$ cat config.mk
export PLATFORM = sky130hd
export DESIGN_NAME = ising_core
export DESIGN_NICKNAME = d
export VERILOG_FILES = /design/src/source/ising_pkg.sv /design/src/source/ising_core.sv /design/src/source/spin_array_model.sv /design/src/source/spin_compute.sv /design/src/source/weight_loader.sv /design/src/source/reg_interface.sv /design/src/source/l1_memory.sv
export SDC_FILE = /design/constraint.sdc
export NUM_CORES = 2
export LEC_CHECK = 0
export BUFFER_PORTS_ARGS = -buffer_cell sky130_fd_sc_hd__buf_4
export CAP_MARGIN = 20
export CORE_UTILIZATION = 37
export DETAILED_ROUTE_END_ITERATION = 7
export HOLD_SLACK_MARGIN = 0.06
export SLEW_MARGIN = 20
export SYNTH_ARGS = -nofsm -noshare
export SYNTH_HDL_FRONTEND = slang
export SYNTH_SLANG_ARGS = --single-unit
$ cat constraint.sdc
create_clock -name clk_i -period 9.3 [get_ports clk_i]
set_clock_uncertainty 0.05 [all_clocks]
set_input_delay 2.79 -clock clk_i [delete_from_list [all_inputs] [get_ports clk_i]]
set_output_delay 2.79 -clock clk_i [all_outputs]
set_load 0.01 [all_outputs]
$ cat src/source/ising_pkg.sv
/*
 * Ising core shared definitions
 * Sizes, memory map, register map, mode codes, status layout,
 * sequencer state codes and the coupling-row word view
 */

`default_nettype none

package ising_pkg;

    // Array size and weight precision
    localparam int NUM_SPIN = 8;
    localparam int BIT_J    = 4;
    localparam int BIT_H    = 4;
    // Local field range is 8 * 8 + 8, so 8 bits signed is enough
    localparam int FIELD_W  = 8;

    // Local memory map
    localparam int          WORD_W      = 32;
    localparam int          MEM_AW      = 4;
    localparam logic [3:0]  H_ROW_ADDR  = 4'd8;
    localparam logic [3:0]  RESULT_ADDR = 4'd9;

    // Sweep limit and counter width
    localparam int MAX_SWEEPS = 16;
    localparam int CNT_W      = 5;

    // Mode codes, 3 behaves as idle
    localparam logic [1:0] MODE_IDLE    = 2'd0;
    localparam logic [1:0] MODE_LOAD    = 2'd1;
    localparam logic [1:0] MODE_COMPUTE = 2'd2;

    // Register map
    localparam int         REG_AW        = 2;
    localparam logic [1:0] REG_MODE      = 2'd0;
    localparam logic [1:0] REG_SPIN_INIT = 2'd1;
    localparam logic [1:0] REG_STATUS    = 2'd2;
    localparam logic [1:0] REG_RESULT    = 2'd3;

    // Status word bit positions
    localparam int ST_LOAD_DONE = 0;
    localparam int ST_COMP_DONE = 1;
    localparam int ST_CONVERGED = 2;
    localparam int ST_CNT_LSB   = 8;

    // Compute sequencer state codes
    localparam int         SEQ_W       = 3;
    localparam logic [2:0] SEQ_IDLE    = 3'd0;
    localparam logic [2:0] SEQ_WRITE   = 3'd1;
    localparam logic [2:0] SEQ_START   = 3'd2;
    localparam logic [2:0] SEQ_WAIT    = 3'd3;
    localparam logic [2:0] SEQ_WBACK   = 3'd4;
    localparam logic [2:0] SEQ_DONE    = 3'd5;

    // One memory row, raw or as eight 4-bit signed coefficients
    typedef union packed {
        logic [WORD_W-1:0]                raw;
        logic [NUM_SPIN-1:0][BIT_J-1:0]   field;
    } row_u;

endpackage

`default_nettype wire
$ cat src/source/ising_core.sv
/*
 * Ising core top level
 * Local memory, register file, weight loader, compute sequencer
 * and spin array, with the direct memory port routed by mode
 */

`timescale 1ns/1ps
`default_nettype none

module ising_core (
    input  logic                          clk_i,
    input  logic                          reset_i,
    // Host memory port
    input  logic                          mem_we_i,
    input  logic                          mem_re_i,
    input  logic [ising_pkg::MEM_AW-1:0]  mem_addr_i,
    input  logic [ising_pkg::WORD_W-1:0]  mem_wdata_i,
    output logic [ising_pkg::WORD_W-1:0]  mem_rdata_o,
    output logic                          mem_rvalid_o,
    // Host register port
    input  logic                          reg_we_i,
    input  logic [ising_pkg::REG_AW-1:0]  reg_addr_i,
    input  logic [ising_pkg::WORD_W-1:0]  reg_wdata_i,
    output logic [ising_pkg::WORD_W-1:0]  reg_rdata_o
);

    logic [1:0]                     mode;
    logic                           host_en;
    logic [ising_pkg::NUM_SPIN-1:0] spin_init;
    // Direct port at the memory
    logic                           drt_re;
    logic                           drt_we;
    logic [ising_pkg::MEM_AW-1:0]   drt_addr;
    logic [ising_pkg::WORD_W-1:0]   drt_wdata;
    logic [ising_pkg::WORD_W-1:0]   drt_rdata;
    // Loader side
    logic                           ld_re;
    logic [ising_pkg::MEM_AW-1:0]   ld_addr;
    logic [ising_pkg::WORD_W-1:0]   ld_rdata;
    logic                           load_done;
    // Sequencer side
    logic                           cp_we;
    logic [ising_pkg::MEM_AW-1:0]   cp_addr;
    logic [ising_pkg::WORD_W-1:0]   cp_wdata;
    logic                           compute_done;
    logic                           converged;
    logic [ising_pkg::CNT_W-1:0]    sweep_cnt;
    logic [ising_pkg::NUM_SPIN-1:0] result;
    // Array pins
    logic                           arr_wen;
    logic [ising_pkg::MEM_AW-1:0]   arr_waddr;
    logic [ising_pkg::WORD_W-1:0]   arr_wdata;
    logic                           arr_spin_wen;
    logic [ising_pkg::NUM_SPIN-1:0] arr_wr_spin;
    logic                           arr_compute_en;
    logic                           arr_spin_vld;
    logic                           arr_spin_rdy;
    logic [ising_pkg::NUM_SPIN-1:0] arr_spin;

    // Host memory access only in idle, code 3 included
    assign host_en = (mode != ising_pkg::MODE_LOAD) && (mode != ising_pkg::MODE_COMPUTE);

    //////////////////////////////////////////////////////////////////////
    // Memory and registers
    //////////////////////////////////////////////////////////////////////
    l1_memory i_l1_memory (
        .clk_i        (clk_i),
        .reset_i      (reset_i),
        .host_we_i    (mem_we_i),
        .host_re_i    (mem_re_i),
        .host_addr_i  (mem_addr_i),
        .host_wdata_i (mem_wdata_i),
        .host_rdata_o (mem_rdata_o),
        .host_rvalid_o(mem_rvalid_o),
        .drt_we_i     (drt_we),
        .drt_re_i     (drt_re),
        .drt_addr_i   (drt_addr),
        .drt_wdata_i  (drt_wdata),
        .drt_rdata_o  (drt_rdata),
        .host_en_i    (host_en)
    );

    reg_interface i_reg_interface (
        .clk_i         (clk_i),
        .reset_i       (reset_i),
        .reg_we_i      (reg_we_i),
        .reg_addr_i    (reg_addr_i),
        .reg_wdata_i   (reg_wdata_i),
        .reg_rdata_o   (reg_rdata_o),
        .mode_o        (mode),
        .spin_init_o   (spin_init),
        .load_done_i   (load_done),
        .compute_done_i(compute_done),
        .converged_i   (converged),
        .sweep_cnt_i   (sweep_cnt),
        .result_i      (result)
    );

    //////////////////////////////////////////////////////////////////////
    // Loader, sequencer and array
    //////////////////////////////////////////////////////////////////////
    weight_loader i_weight_loader (
        .clk_i      (clk_i),
        .reset_i    (reset_i),
        .mode_i     (mode),
        .drt_re_o   (ld_re),
        .drt_addr_o (ld_addr),
        .drt_rdata_i(ld_rdata),
        .wen_o      (arr_wen),
        .waddr_o    (arr_waddr),
        .wdata_o    (arr_wdata),
        .load_done_o(load_done)
    );

    spin_compute i_spin_compute (
        .clk_i         (clk_i),
        .reset_i       (reset_i),
        .mode_i        (mode),
        .spin_init_i   (spin_init),
        .spin_wen_o    (arr_spin_wen),
        .wr_spin_o     (arr_wr_spin),
        .compute_en_o  (arr_compute_en),
        .rd_spin_vld_i (arr_spin_vld),
        .rd_spin_rdy_o (arr_spin_rdy),
        .rd_spin_i     (arr_spin),
        .drt_we_o      (cp_we),
        .drt_addr_o    (cp_addr),
        .drt_wdata_o   (cp_wdata),
        .compute_done_o(compute_done),
        .converged_o   (converged),
        .sweep_cnt_o   (sweep_cnt),
        .result_o      (result)
    );

    spin_array_model i_spin_array (
        .clk_i        (clk_i),
        .reset_i      (reset_i),
        .wen_i        (arr_wen),
        .waddr_i      (arr_waddr),
        .wdata_i      (arr_wdata),
        .spin_wen_i   (arr_spin_wen),
        .wr_spin_i    (arr_wr_spin),
        .compute_en_i (arr_compute_en),
        .rd_spin_vld_o(arr_spin_vld),
        .rd_spin_rdy_i(arr_spin_rdy),
        .rd_spin_o    (arr_spin)
    );

    // Direct port router, owner picked by mode
    always_comb begin
        drt_re    = 1'b0;
        drt_we    = 1'b0;
        drt_addr  = '0;
        drt_wdata = '0;
        ld_rdata  = '0;
        case (mode)
            ising_pkg::MODE_LOAD: begin
                drt_re   = ld_re;
                drt_addr = ld_addr;
                ld_rdata = drt_rdata;
            end
            ising_pkg::MODE_COMPUTE: begin
                drt_we    = cp_we;
                drt_addr  = cp_addr;
                drt_wdata = cp_wdata;
            end
            // Idle and code 3, port parked
            default: ;
        endcase
    end

endmodule

`default_nettype wire

$ cat src/source/spin_array_model.sv
/*
 * Behavioral spin array
 * Holds couplings, biases and spins; one parallel sign update per
 * compute_en through a two-stage pipeline, result held until taken
 */

`timescale 1ns/1ps
`default_nettype none

module spin_array_model (
    input  logic                            clk_i,
    input  logic                            reset_i,
    // Weight writes from the loader
    input  logic                            wen_i,
    input  logic [ising_pkg::MEM_AW-1:0]    waddr_i,
    input  logic [ising_pkg::WORD_W-1:0]    wdata_i,
    // Spin writes and sweep start
    input  logic                            spin_wen_i,
    input  logic [ising_pkg::NUM_SPIN-1:0]  wr_spin_i,
    input  logic                            compute_en_i,
    // Spin read-out
    output logic                            rd_spin_vld_o,
    input  logic                            rd_spin_rdy_i,
    output logic [ising_pkg::NUM_SPIN-1:0]  rd_spin_o
);

    ising_pkg::row_u                       j_rows_q [ising_pkg::NUM_SPIN];
    ising_pkg::row_u                       h_row_q;
    logic signed [ising_pkg::BIT_H-1:0]    bias [ising_pkg::NUM_SPIN];
    logic signed [ising_pkg::FIELD_W-1:0]  field_d [ising_pkg::NUM_SPIN];
    logic signed [ising_pkg::FIELD_W-1:0]  field_q [ising_pkg::NUM_SPIN];
    logic                                  s1_vld_q;

    // Local field h_i + sum_j J_ij * s_j, with s_j of +1 or -1
    always_comb begin
        for (int i = 0; i < ising_pkg::NUM_SPIN; i++) begin
            bias[i]    = h_row_q.field[i];
            field_d[i] = ising_pkg::FIELD_W'(bias[i]);
            for (int j = 0; j < ising_pkg::NUM_SPIN; j++) begin
                if (rd_spin_o[j]) begin
                    field_d[i] = field_d[i]
                               + ising_pkg::FIELD_W'($signed(j_rows_q[i].field[j]));
                end else begin
                    field_d[i] = field_d[i]
                               - ising_pkg::FIELD_W'($signed(j_rows_q[i].field[j]));
                end
            end
        end
    end

    // Weights, field stage and spins
    always_ff @(posedge clk_i) begin
        if (wen_i) begin
            if (waddr_i == ising_pkg::H_ROW_ADDR) begin
                h_row_q.raw <= wdata_i;
            end else if (waddr_i < ising_pkg::MEM_AW'(ising_pkg::NUM_SPIN)) begin
                j_rows_q[waddr_i[2:0]].raw <= wdata_i;
            end
        end
        if (compute_en_i) begin
            field_q <= field_d;
        end
        if (spin_wen_i) begin
            rd_spin_o <= wr_spin_i;
        end else if (s1_vld_q) begin
            // Sign rule, zero field keeps the old spin
            for (int i = 0; i < ising_pkg::NUM_SPIN; i++) begin
                if (field_q[i][ising_pkg::FIELD_W-1]) begin
                    rd_spin_o[i] <= 1'b0;
                end else if (|field_q[i]) begin
                    rd_spin_o[i] <= 1'b1;
                end
            end
        end
    end

    // Pipeline valid and output handshake
    always_ff @(posedge clk_i) begin
        if (reset_i) begin
            s1_vld_q      <= 1'b0;
            rd_spin_vld_o <= 1'b0;
        end else begin
            s1_vld_q <= compute_en_i;
            if (s1_vld_q) begin
                rd_spin_vld_o <= 1'b1;
            end else if (rd_spin_rdy_i) begin
                rd_spin_vld_o <= 1'b0;
            end
        end
    end

endmodule

`default_nettype wire

$ cat src/source/spin_compute.sv
/*
 * Compute sequencer
 * Writes the initial spins, runs sweeps until the spins settle or
 * the sweep limit, then stores the result in local memory
 */

`timescale 1ns/1ps
`default_nettype none

module spin_compute (
    input  logic                            clk_i,
    input  logic                            reset_i,
    input  logic [1:0]                      mode_i,
    input  logic [ising_pkg::NUM_SPIN-1:0]  spin_init_i,
    // Spin array pins
    output logic                            spin_wen_o,
    output logic [ising_pkg::NUM_SPIN-1:0]  wr_spin_o,
    output logic                            compute_en_o,
    input  logic                            rd_spin_vld_i,
    output logic                            rd_spin_rdy_o,
    input  logic [ising_pkg::NUM_SPIN-1:0]  rd_spin_i,
    // Direct memory write for the result
    output logic                            drt_we_o,
    output logic [ising_pkg::MEM_AW-1:0]    drt_addr_o,
    output logic [ising_pkg::WORD_W-1:0]    drt_wdata_o,
    // Status
    output logic                            compute_done_o,
    output logic                            converged_o,
    output logic [ising_pkg::CNT_W-1:0]     sweep_cnt_o,
    output logic [ising_pkg::NUM_SPIN-1:0]  result_o
);

    logic                           in_comp;
    logic                           comp_start;
    logic [1:0]                     mode_prev_q;
    logic [ising_pkg::SEQ_W-1:0]    state_q;
    logic [ising_pkg::NUM_SPIN-1:0] cur_spin_q;
    logic                           take;

    assign in_comp    = (mode_i == ising_pkg::MODE_COMPUTE);
    assign comp_start = in_comp && (mode_prev_q != ising_pkg::MODE_COMPUTE);
    // Handshake with the array
    assign take       = rd_spin_vld_i && rd_spin_rdy_o;

    // FSM and status
    always_ff @(posedge clk_i) begin
        if (reset_i) begin
            mode_prev_q    <= ising_pkg::MODE_IDLE;
            state_q        <= ising_pkg::SEQ_IDLE;
            cur_spin_q     <= '0;
            sweep_cnt_o    <= '0;
            converged_o    <= 1'b0;
            compute_done_o <= 1'b0;
            result_o       <= '0;
        end else begin
            mode_prev_q <= mode_i;
            if (comp_start) begin
                state_q        <= ising_pkg::SEQ_WRITE;
                sweep_cnt_o    <= '0;
                converged_o    <= 1'b0;
                compute_done_o <= 1'b0;
            end else if (!in_comp) begin
                state_q <= ising_pkg::SEQ_IDLE;
            end else begin
                case (state_q)
                    ising_pkg::SEQ_WRITE: begin
                        cur_spin_q <= spin_init_i;
                        state_q    <= ising_pkg::SEQ_START;
                    end
                    ising_pkg::SEQ_START: begin
                        sweep_cnt_o <= sweep_cnt_o + 1'b1;
                        state_q     <= ising_pkg::SEQ_WAIT;
                    end
                    ising_pkg::SEQ_WAIT: begin
                        if (take) begin
                            cur_spin_q <= rd_spin_i;
                            // No spin flipped, fixed point reached
                            if (rd_spin_i == cur_spin_q) begin
                                converged_o <= 1'b1;
                                state_q     <= ising_pkg::SEQ_WBACK;
                            end else if (sweep_cnt_o ==
                                         ising_pkg::CNT_W'(ising_pkg::MAX_SWEEPS)) begin
                                state_q <= ising_pkg::SEQ_WBACK;
                            end else begin
                                state_q <= ising_pkg::SEQ_START;
                            end
                        end
                    end
                    ising_pkg::SEQ_WBACK: begin
                        result_o       <= cur_spin_q;
                        compute_done_o <= 1'b1;
                        state_q        <= ising_pkg::SEQ_DONE;
                    end
                    // Done and idle hold until the mode changes
                    default: ;
                endcase
            end
        end
    end

    // Array pins, decoded from the state
    assign spin_wen_o    = (state_q == ising_pkg::SEQ_WRITE);
    assign wr_spin_o     = spin_init_i;
    assign compute_en_o  = (state_q == ising_pkg::SEQ_START);
    assign rd_spin_rdy_o = (state_q == ising_pkg::SEQ_WAIT);

    // Result write-back
    assign drt_we_o    = (state_q == ising_pkg::SEQ_WBACK);
    assign drt_addr_o  = ising_pkg::RESULT_ADDR;
    assign drt_wdata_o = ising_pkg::WORD_W'(cur_spin_q);

endmodule

`default_nettype wire

$ cat src/source/weight_loader.sv
/*
 * Weight loader
 * On entry into load mode, reads rows 0 to 8 from local memory and
 * writes each into the spin array as it returns
 */

`timescale 1ns/1ps
`default_nettype none

module weight_loader (
    input  logic                          clk_i,
    input  logic                          reset_i,
    input  logic [1:0]                    mode_i,
    // Direct memory port
    output logic                          drt_re_o,
    output logic [ising_pkg::MEM_AW-1:0]  drt_addr_o,
    input  logic [ising_pkg::WORD_W-1:0]  drt_rdata_i,
    // Spin array write pins
    output logic                          wen_o,
    output logic [ising_pkg::MEM_AW-1:0]  waddr_o,
    output logic [ising_pkg::WORD_W-1:0]  wdata_o,
    output logic                          load_done_o
);

    logic                         in_load;
    logic                         load_start;
    logic [1:0]                   mode_prev_q;
    logic                         busy_q;
    logic [ising_pkg::MEM_AW-1:0] rd_addr_q;
    logic                         wen_q;
    logic [ising_pkg::MEM_AW-1:0] waddr_q;

    assign in_load    = (mode_i == ising_pkg::MODE_LOAD);
    // Rising edge of load mode
    assign load_start = in_load && (mode_prev_q != ising_pkg::MODE_LOAD);

    //////////////////////////////////////////////////////////////////////
    // Read side, one row per cycle
    //////////////////////////////////////////////////////////////////////
    always_ff @(posedge clk_i) begin
        if (reset_i) begin
            mode_prev_q <= ising_pkg::MODE_IDLE;
            busy_q      <= 1'b0;
            rd_addr_q   <= '0;
            wen_q       <= 1'b0;
            load_done_o <= 1'b0;
        end else begin
            mode_prev_q <= mode_i;
            // Write strobe trails the read by one cycle
            wen_q       <= busy_q && in_load;
            if (load_start) begin
                busy_q      <= 1'b1;
                rd_addr_q   <= '0;
                load_done_o <= 1'b0;
            end else if (!in_load) begin
                // Mode left early, sequence dropped
                busy_q <= 1'b0;
            end else if (busy_q) begin
                rd_addr_q <= rd_addr_q + 1'b1;
                if (rd_addr_q == ising_pkg::H_ROW_ADDR) begin
                    busy_q <= 1'b0;
                end
            end
            // Bias row written, so the whole matrix is in
            if (wen_q && in_load && waddr_q == ising_pkg::H_ROW_ADDR) begin
                load_done_o <= 1'b1;
            end
        end
    end

    // Address of the row in flight
    always_ff @(posedge clk_i) begin
        waddr_q <= rd_addr_q;
    end

    assign drt_re_o   = busy_q;
    assign drt_addr_o = rd_addr_q;

    // Write side, data straight from the memory read register
    assign wen_o   = wen_q;
    assign waddr_o = waddr_q;
    assign wdata_o = drt_rdata_i;

endmodule

`default_nettype wire

$ cat src/source/reg_interface.sv
/*
 * Host register file
 * Mode and initial-spin registers, read-only status and result
 */

`timescale 1ns/1ps
`default_nettype none

module reg_interface (
    input  logic                            clk_i,
    input  logic                            reset_i,
    // Host register port
    input  logic                            reg_we_i,
    input  logic [ising_pkg::REG_AW-1:0]    reg_addr_i,
    input  logic [ising_pkg::WORD_W-1:0]    reg_wdata_i,
    output logic [ising_pkg::WORD_W-1:0]    reg_rdata_o,
    // To the core
    output logic [1:0]                      mode_o,
    output logic [ising_pkg::NUM_SPIN-1:0]  spin_init_o,
    // Status sources
    input  logic                            load_done_i,
    input  logic                            compute_done_i,
    input  logic                            converged_i,
    input  logic [ising_pkg::CNT_W-1:0]     sweep_cnt_i,
    input  logic [ising_pkg::NUM_SPIN-1:0]  result_i
);

    logic [ising_pkg::WORD_W-1:0] status;

    // Writable registers
    always_ff @(posedge clk_i) begin
        if (reset_i) begin
            mode_o      <= ising_pkg::MODE_IDLE;
            spin_init_o <= '0;
        end else if (reg_we_i) begin
            case (reg_addr_i)
                ising_pkg::REG_MODE:      mode_o      <= reg_wdata_i[1:0];
                ising_pkg::REG_SPIN_INIT: spin_init_o <= reg_wdata_i[ising_pkg::NUM_SPIN-1:0];
                // Status and result ignore writes
                default: ;
            endcase
        end
    end

    // Status word, unused bits zero
    always_comb begin
        status = '0;
        status[ising_pkg::ST_LOAD_DONE] = load_done_i;
        status[ising_pkg::ST_COMP_DONE] = compute_done_i;
        status[ising_pkg::ST_CONVERGED] = converged_i;
        status[ising_pkg::ST_CNT_LSB +: ising_pkg::CNT_W] = sweep_cnt_i;
    end

    // Combinational read mux
    always_comb begin
        reg_rdata_o = '0;
        case (reg_addr_i)
            ising_pkg::REG_MODE:      reg_rdata_o[1:0] = mode_o;
            ising_pkg::REG_SPIN_INIT: reg_rdata_o[ising_pkg::NUM_SPIN-1:0] = spin_init_o;
            ising_pkg::REG_STATUS:    reg_rdata_o = status;
            default:                  reg_rdata_o[ising_pkg::NUM_SPIN-1:0] = result_i;
        endcase
    end

endmodule

`default_nettype wire

$ cat src/source/l1_memory.sv
/*
 * Local L1 word memory
 * 16 words with a host port and a direct port for the core,
 * registered reads on both, host port enabled in idle mode only
 */

`timescale 1ns/1ps
`default_nettype none

module l1_memory (
    input  logic                          clk_i,
    input  logic                          reset_i,
    // Host side
    input  logic                          host_we_i,
    input  logic                          host_re_i,
    input  logic [ising_pkg::MEM_AW-1:0]  host_addr_i,
    input  logic [ising_pkg::WORD_W-1:0]  host_wdata_i,
    output logic [ising_pkg::WORD_W-1:0]  host_rdata_o,
    output logic                          host_rvalid_o,
    // Direct side, driven by the mode router
    input  logic                          drt_we_i,
    input  logic                          drt_re_i,
    input  logic [ising_pkg::MEM_AW-1:0]  drt_addr_i,
    input  logic [ising_pkg::WORD_W-1:0]  drt_wdata_i,
    output logic [ising_pkg::WORD_W-1:0]  drt_rdata_o,
    // High in idle mode
    input  logic                          host_en_i
);

    logic [ising_pkg::WORD_W-1:0] mem_q [2**ising_pkg::MEM_AW];
    logic                         host_wr;
    logic                         host_rd;

    // Host requests outside idle are dropped
    assign host_wr = host_en_i & host_we_i;
    assign host_rd = host_en_i & host_re_i;

    // Storage and read data registers
    always_ff @(posedge clk_i) begin
        if (drt_we_i) begin
            mem_q[drt_addr_i] <= drt_wdata_i;
        end
        // Host write last, so it wins on a clash
        if (host_wr) begin
            mem_q[host_addr_i] <= host_wdata_i;
        end
        if (host_rd) begin
            host_rdata_o <= mem_q[host_addr_i];
        end
        if (drt_re_i) begin
            drt_rdata_o <= mem_q[drt_addr_i];
        end
    end

    // Host read valid, one cycle behind the strobe
    always_ff @(posedge clk_i) begin
        if (reset_i) begin
            host_rvalid_o <= 1'b0;
        end else begin
            host_rvalid_o <= host_rd;
        end
    end

endmodule

`default_nettype wire

# [After elaboration in Yosys (flattened, before gate mapping)]
# Memory sizes are Yosys's and may differ from the RTL's. A register that Yosys moved wholly into a read port is not among the register bits.
# Index checks and enable logic that the tools add are counted.
[totals] ff_bits=156 latchBits=0 ramBits=768 mem_bits_ro=0 in_bits=75 memories=2
[op_classes] n_addsub=130 n_mul=0 n_div=0 n_lt_le_gt_ge=1 n_eq_ne=19 shift=0 mux=117 n_bitwise=4 n_reduce_logical=52
[mem_list] memory="i_l1_memory.mem_q" depth=16 width=32 rd=2 rd_clocked_by_memory_dff=2 write_ports=1 line="l1_memory.sv:30" rtl="logic [ising_pkg::WORD_W-1:0] mem_q [2**ising_pkg::MEM_AW];"
[mem_list] memory="i_spin_array.j_rows_q" depth=8 width=32 rd=8 rd_clocked_by_memory_dff=0 write_ports=1 line="spin_array_model.sv:27" rtl="ising_pkg::row_u j_rows_q [ising_pkg::NUM_SPIN];"
[ops] cell="$mux 8" count=68
[ops] cell="$add 8x4->8" count=56
[ops] cell="$sub 8x4->8" count=56
[ops] cell="$mux 32" count=2
[ops] cell="$reduce_or 8->1" count=8
[ops] cell="$add 4x4->5" count=8
[ops] cell="$sub 4x4->5" count=8
[ops] cell="$mux 1" count=37
[ops] cell="$reduce_and 2->1" count=16
[ops] cell="$reduce_or 32->1" count=1
[ops] cell="$reduce_bool 3->1" count=8
[ops] cell="$pmux 6 s3" count=1
[ops] cell="$pmux 8 s2" count=1
[ops] cell="$pmux 3 s4" count=1
[ops] cell="$mux 3" count=3
[ops] cell="$eq 4x4->1 const B" count=2
[ops] cell="$eq 8x8->1" count=1
[ops] cell="$pmux 4 s2" count=1
[ops] cell="$reduce_and 4->1" count=2
[ops] cell="$reduce_bool 2->1" count=4
[ops] cell="$logic_and 1x1->1" count=7
[ops] cell="$eq 3x2->1 const B" count=2
[ops] cell="$ne 2x2->1 const B" count=3
[ops] cell="$ne 6x4->1 const B" count=1
[ops] cell="other kinds (20)" count=26

# [Longest topological paths before layout]
# An unclocked memory read counts as a cell.
[logic_depth] word_depth=17 ltp_mapped=33 depth_no_buf=32

# [Hierarchy]
# A second synthesis with hierarchy kept.
[hier_totals] hier_cells=5594 area_unflattened_um2=69429.1
[by_module_without_submodules] mod="spin_array_model" instances=1 cells_each=3362 area_each_um2=33911.3 seq_area_each_um2=10850.4
[by_module_without_submodules] mod="l1_memory" instances=1 cells_each=1802 area_each_um2=31732.9 seq_area_each_um2=17316.6
[by_module_without_submodules] mod="spin_compute" instances=1 cells_each=181 area_each_um2=1610.3 seq_area_each_um2=560.5
[by_module_without_submodules] mod="reg_interface" instances=1 cells_each=87 area_each_um2=835.8 seq_area_each_um2=200.2
[by_module_without_submodules] mod="weight_loader" instances=1 cells_each=76 area_each_um2=718.2 seq_area_each_um2=260.2
[by_module_without_submodules] mod="ising_core" instances=1 cells_each=86 area_each_um2=620.6 seq_area_each_um2=0.0

# [Worst setup path before layout]
# OpenSTA, ideal clock, no wires.
[synth_path] kind="reg-to-reg" from="register i_spin_array.rd_spin_o[0] (netlist bit)" to="register i_spin_array.field_q[31] (netlist bit), data pin" arrival_time_ns=6.706 slack_ns=2.276 stages_incl_launch_ff=29 n_path_buf=3 cell_sequence="edfxtp_1 > buf_4 > buf_4 > clkbuf_1 > mux2_2 > inv_1 > fa_1 > inv_1 > fa_1 > inv_1 > fa_1 > inv_1 > fa_1 > a21o_1 > a21oi_1 > xnor2_1 > ha_1 > a41oi_1 > o21ai_0 > xor2_1 > ha_1 > xor2_1 > ha_1 > a21oi_1 > xnor2_1 > ha_1 > o41ai_1 > xnor2_1 > xnor3_1"
[synth_lines] element="from (decl)" line="spin_array_model.sv:24" rtl="output logic [ising_pkg::NUM_SPIN-1:0] rd_spin_o"
[synth_lines] element="from (signal assigned)" line="spin_array_model.sv:64" rtl="rd_spin_o <= wr_spin_i;"
[synth_lines] element="to (signal assigned)" line="spin_array_model.sv:61" rtl="field_q <= field_d;"
[synth_lines] element="to (decl)" line="spin_array_model.sv:31" rtl="logic signed [ising_pkg::FIELD_W-1:0] field_q [ising_pkg::NUM_SPIN];"

==> metrics <==
Worst Path Class, Setup flip-flop to flip-flop; pin count of the biggest net entering global routing 157; power density relative to cell area 165 nW/um2; first-pass GRT wire length 241,000 um; share of layout cells above drive strength 1 11.9%; status complete, no violations; TNS Setup 0 ns; r2r setup slk 1.53 ns; GPL Wtd Cong 0.842; DR vias 40,400; Cell Area, Synth 62,400 um2; total power 11.4 mW; Total Routing Usage GR 18.6%; Clock Sinks 988; clock power share 38.3%; DR iter-0 viols 2,732; sw frac 25.5%; Post-synth EDFFs 936; die area 170,000 um2; Fillers 15,400; WL per Instance 21.0 um; worst skew pair latency 0.78 ns; row cnt 150; Crit. Startpoint i_spin_array.rd_spin_o[0]$_DFFE_PP_; combinational power share 17.8%; die width 413 um; grt ovf 0; Initial Util 37.3%; placed inst area 65,600 um2; synthesized flop and latch total 988; number of max-cap violations 0; Distinct cells, synth 59; Worst Path Required 9.71 ns; post-CTS sizing 0; Final Setup Violations 0; Max Slew Vio Count 0; io pins 140; number of global-route vias before repair 40,200; hold path startpoint i_weight_loader.drt_addr_o[3]$_SDFFE_PP0P_; Peak supply drop 185 uV; DRC 0; core area 167,000 um2; Area Growth Syn to Fin 11.0%; CTS clk-pin slew, worst paths 0.06 ns; Fin. Hold Viols 0; H-tree levels 3; DP Wirelength 103,000 um; CTS Buf Count 107; Syn Inst Count 5,165; Synth area leader edfxtp_1; WP data arrival 8.19 ns; worst min-delay path class flip-flop to flip-flop; Longest Clk Path Bufs 3; top cells by area, synth edfxtp_1, ha_1, mux4_2; Pre-antenna DRT Iters 5; nets 5,908; Final Cycle Share 83.6%; LEAKAGE 26.3 nW; DIE HEIGHT 413 um; final WL 159,000 um; YS warnings 0; CTS tree yes; DRT antenna net count 0; CP max FO 19; Max-Slew Margin vs Limit 21.7%; syn_area_per_cell 12.1 um2; count of input and output buffers 96; Final Core Density 41.4%; minimum clock period 7.77 ns; initial antenna violation count 13; R2R Path Start i_spin_array.rd_spin_o[0]$_DFFE_PP_; worst-margin pin slew 1.17 ns; Vias per Instance 5.37; max frequency 0.129 GHz; Crit. End Element flip-flop; most common flop cell mapped by yosys edfxtp_1; Setup crit start kind flip-flop; RSZ-0062 raised after global routing no; fin area 69,200 um2; Yosys top cell area share 45.1%; asr flop ratio synth 0%; sequential area share after synthesis 46.7%; Seq pwr share 43.9%; Sw Pwr 2.91 mW; Root Buffer clkbuf_16; hold-fix buffers at CTS 0; Post-CTS Setup Inserts 0; Internal 8.50 mW
==> stage by stage <==
step           hold WS [ns]  instances  setup WS (ns)
5_1_grt               0.392       7523           1.10
2_1_floorplan         0.325       5183           2.28
6_report              0.381       7532           1.53
3_5_place_dp          0.363       7322           1.54
3_3_place_gp          0.357       7322           1.58
4_1_cts               0.378       7523           1.50
==> sequential cells by signal, indices dropped and copies added (netlist names), 3 cells and up <==
| register | count |
|---|---|
| i_l1_memory.mem_q | 512 |
| i_spin_compute.sweep_cnt_o | 5 |
| i_weight_loader.drt_addr_o | 4 |
| i_spin_array.j_rows_q | 256 |
| i_reg_interface.spin_init_o | 8 |
| i_spin_compute.result_o | 8 |
| i_spin_compute.cur_spin_q | 8 |
| i_l1_memory.drt_rdata_o | 32 |
| i_spin_compute.state_q | 3 |
| i_l1_memory.host_rdata_o | 32 |
| i_spin_array.h_row_q | 32 |
| i_spin_array.rd_spin_o | 8 |
| i_weight_loader.waddr_o | 4 |
| i_spin_array.field_q | 64 |
==> cells in the mapped netlist, types with 142 or more instances <==
master and number:
ha_1 542, o21ai_0 185, clkbuf_1 148, xor2_1 170, nand2_1 142, mux2i_1 235
nor2_1 296, inv_1 421, mux4_2 162, edfxtp_1 936, a21oi_1 396, xnor2_1 290
==> final cells by class <==
cell class	instances	area [um2]	area share (%)
multi-input combinational	3551	30900	44.6
tap	2204	2760	3.98
clock buffer	132	2810	4.06
clock inverter	69	791	1.14
inverter	421	1580	2.28
sequential	988	29100	42.1
timing repair buffer	158	1250	1.81
antenna	9	22.5	0.0325
==> cells by family after synthesis <==
| group | Yosys count | synth area share (%) |
|---|---|---|
| compound gates | 1066 | 10.9 |
| xor+xnor | 481 | 7.21 |
| other cells | 1 | 0.00601 |
| simple gates | 916 | 7.19 |
| fa+ha+maj | 606 | 12.9 |
| mux | 463 | 10.9 |
| buf+inv | 644 | 4.18 |
| flops | 988 | 46.7 |
==> power by group through the flow <==
stage	clock network (mW)	logic, mW	registers (mW)
3_5_place_dp	0	2.03	5.10
2_1_floorplan	0	1.61	5.10
5_1_grt	4.61	2.22	5.01
6_report	4.37	2.03	5.01
4_1_cts	4.46	2.05	5.01
3_3_place_gp	0	2.00	5.10
==> layout by cell type (no fill, tap or decap), types with 128 or more instances in the layout <==
cell type  instances
xnor2_1          290
buf_4            152
a21oi_1          396
mux2i_1          235
mux4_2           162
o32ai_1          128
xor2_1           170
ha_1             542
o21ai_0          185
inv_1            420
nor2_1           272
nand2_1          139
edfxtp_1         936
==> layer usage <==
| layer | vias to the layer above | GRT usage, % | share of wire, % |
|---|---|---|---|
| met5 | - | 0 | 0 |
| met4 | 0 | 5.04 | 2.6 |
| met3 | 221 | 2.30 | 5.2 |
| met2 | 1039 | 31.2 | 48 |
| met1 | 19900 | 25.2 | 44 |
| li1 | 19300 | - | - |
==> path summary, 6_finish.rpt <==
kind | to | cells past startpoint
worst max-delay path | i_spin_array.field_q[55]$_DFFE_PP_ | 27
worst min-delay path | i_weight_loader.waddr_o[3]$_DFF_P_ | 0
worst max register to register | i_spin_array.field_q[55]$_DFFE_PP_ | 27
worst min register to register | i_weight_loader.waddr_o[3]$_DFF_P_ | 0
==> worst max-delay path, stage by stage, from the launching register on <==
cell and delay [ns]:
edfxtp_1 0.83, buf_4 0.34, mux2_2 0.20, inv_1 0.05
fa_1 0.50, inv_1 0.07, fa_1 0.55, inv_1 0.07
fa_1 0.49, inv_1 0.06, fa_1 0.42, a21o_1 0.17
a21oi_1 0.22, xnor2_1 0.16, ha_1 0.30, nand3_1 0.09
nor2_1 0.04, a211o_1 0.29, xor2_1 0.16, ha_1 0.31
a21oi_1 0.18, xnor2_1 0.15, ha_1 0.27, xnor2_1 0.15
ha_1 0.22, o41ai_1 0.57, xor2_1 0.19, xnor3_1 0.40
(Power assumes the default switching activity.)
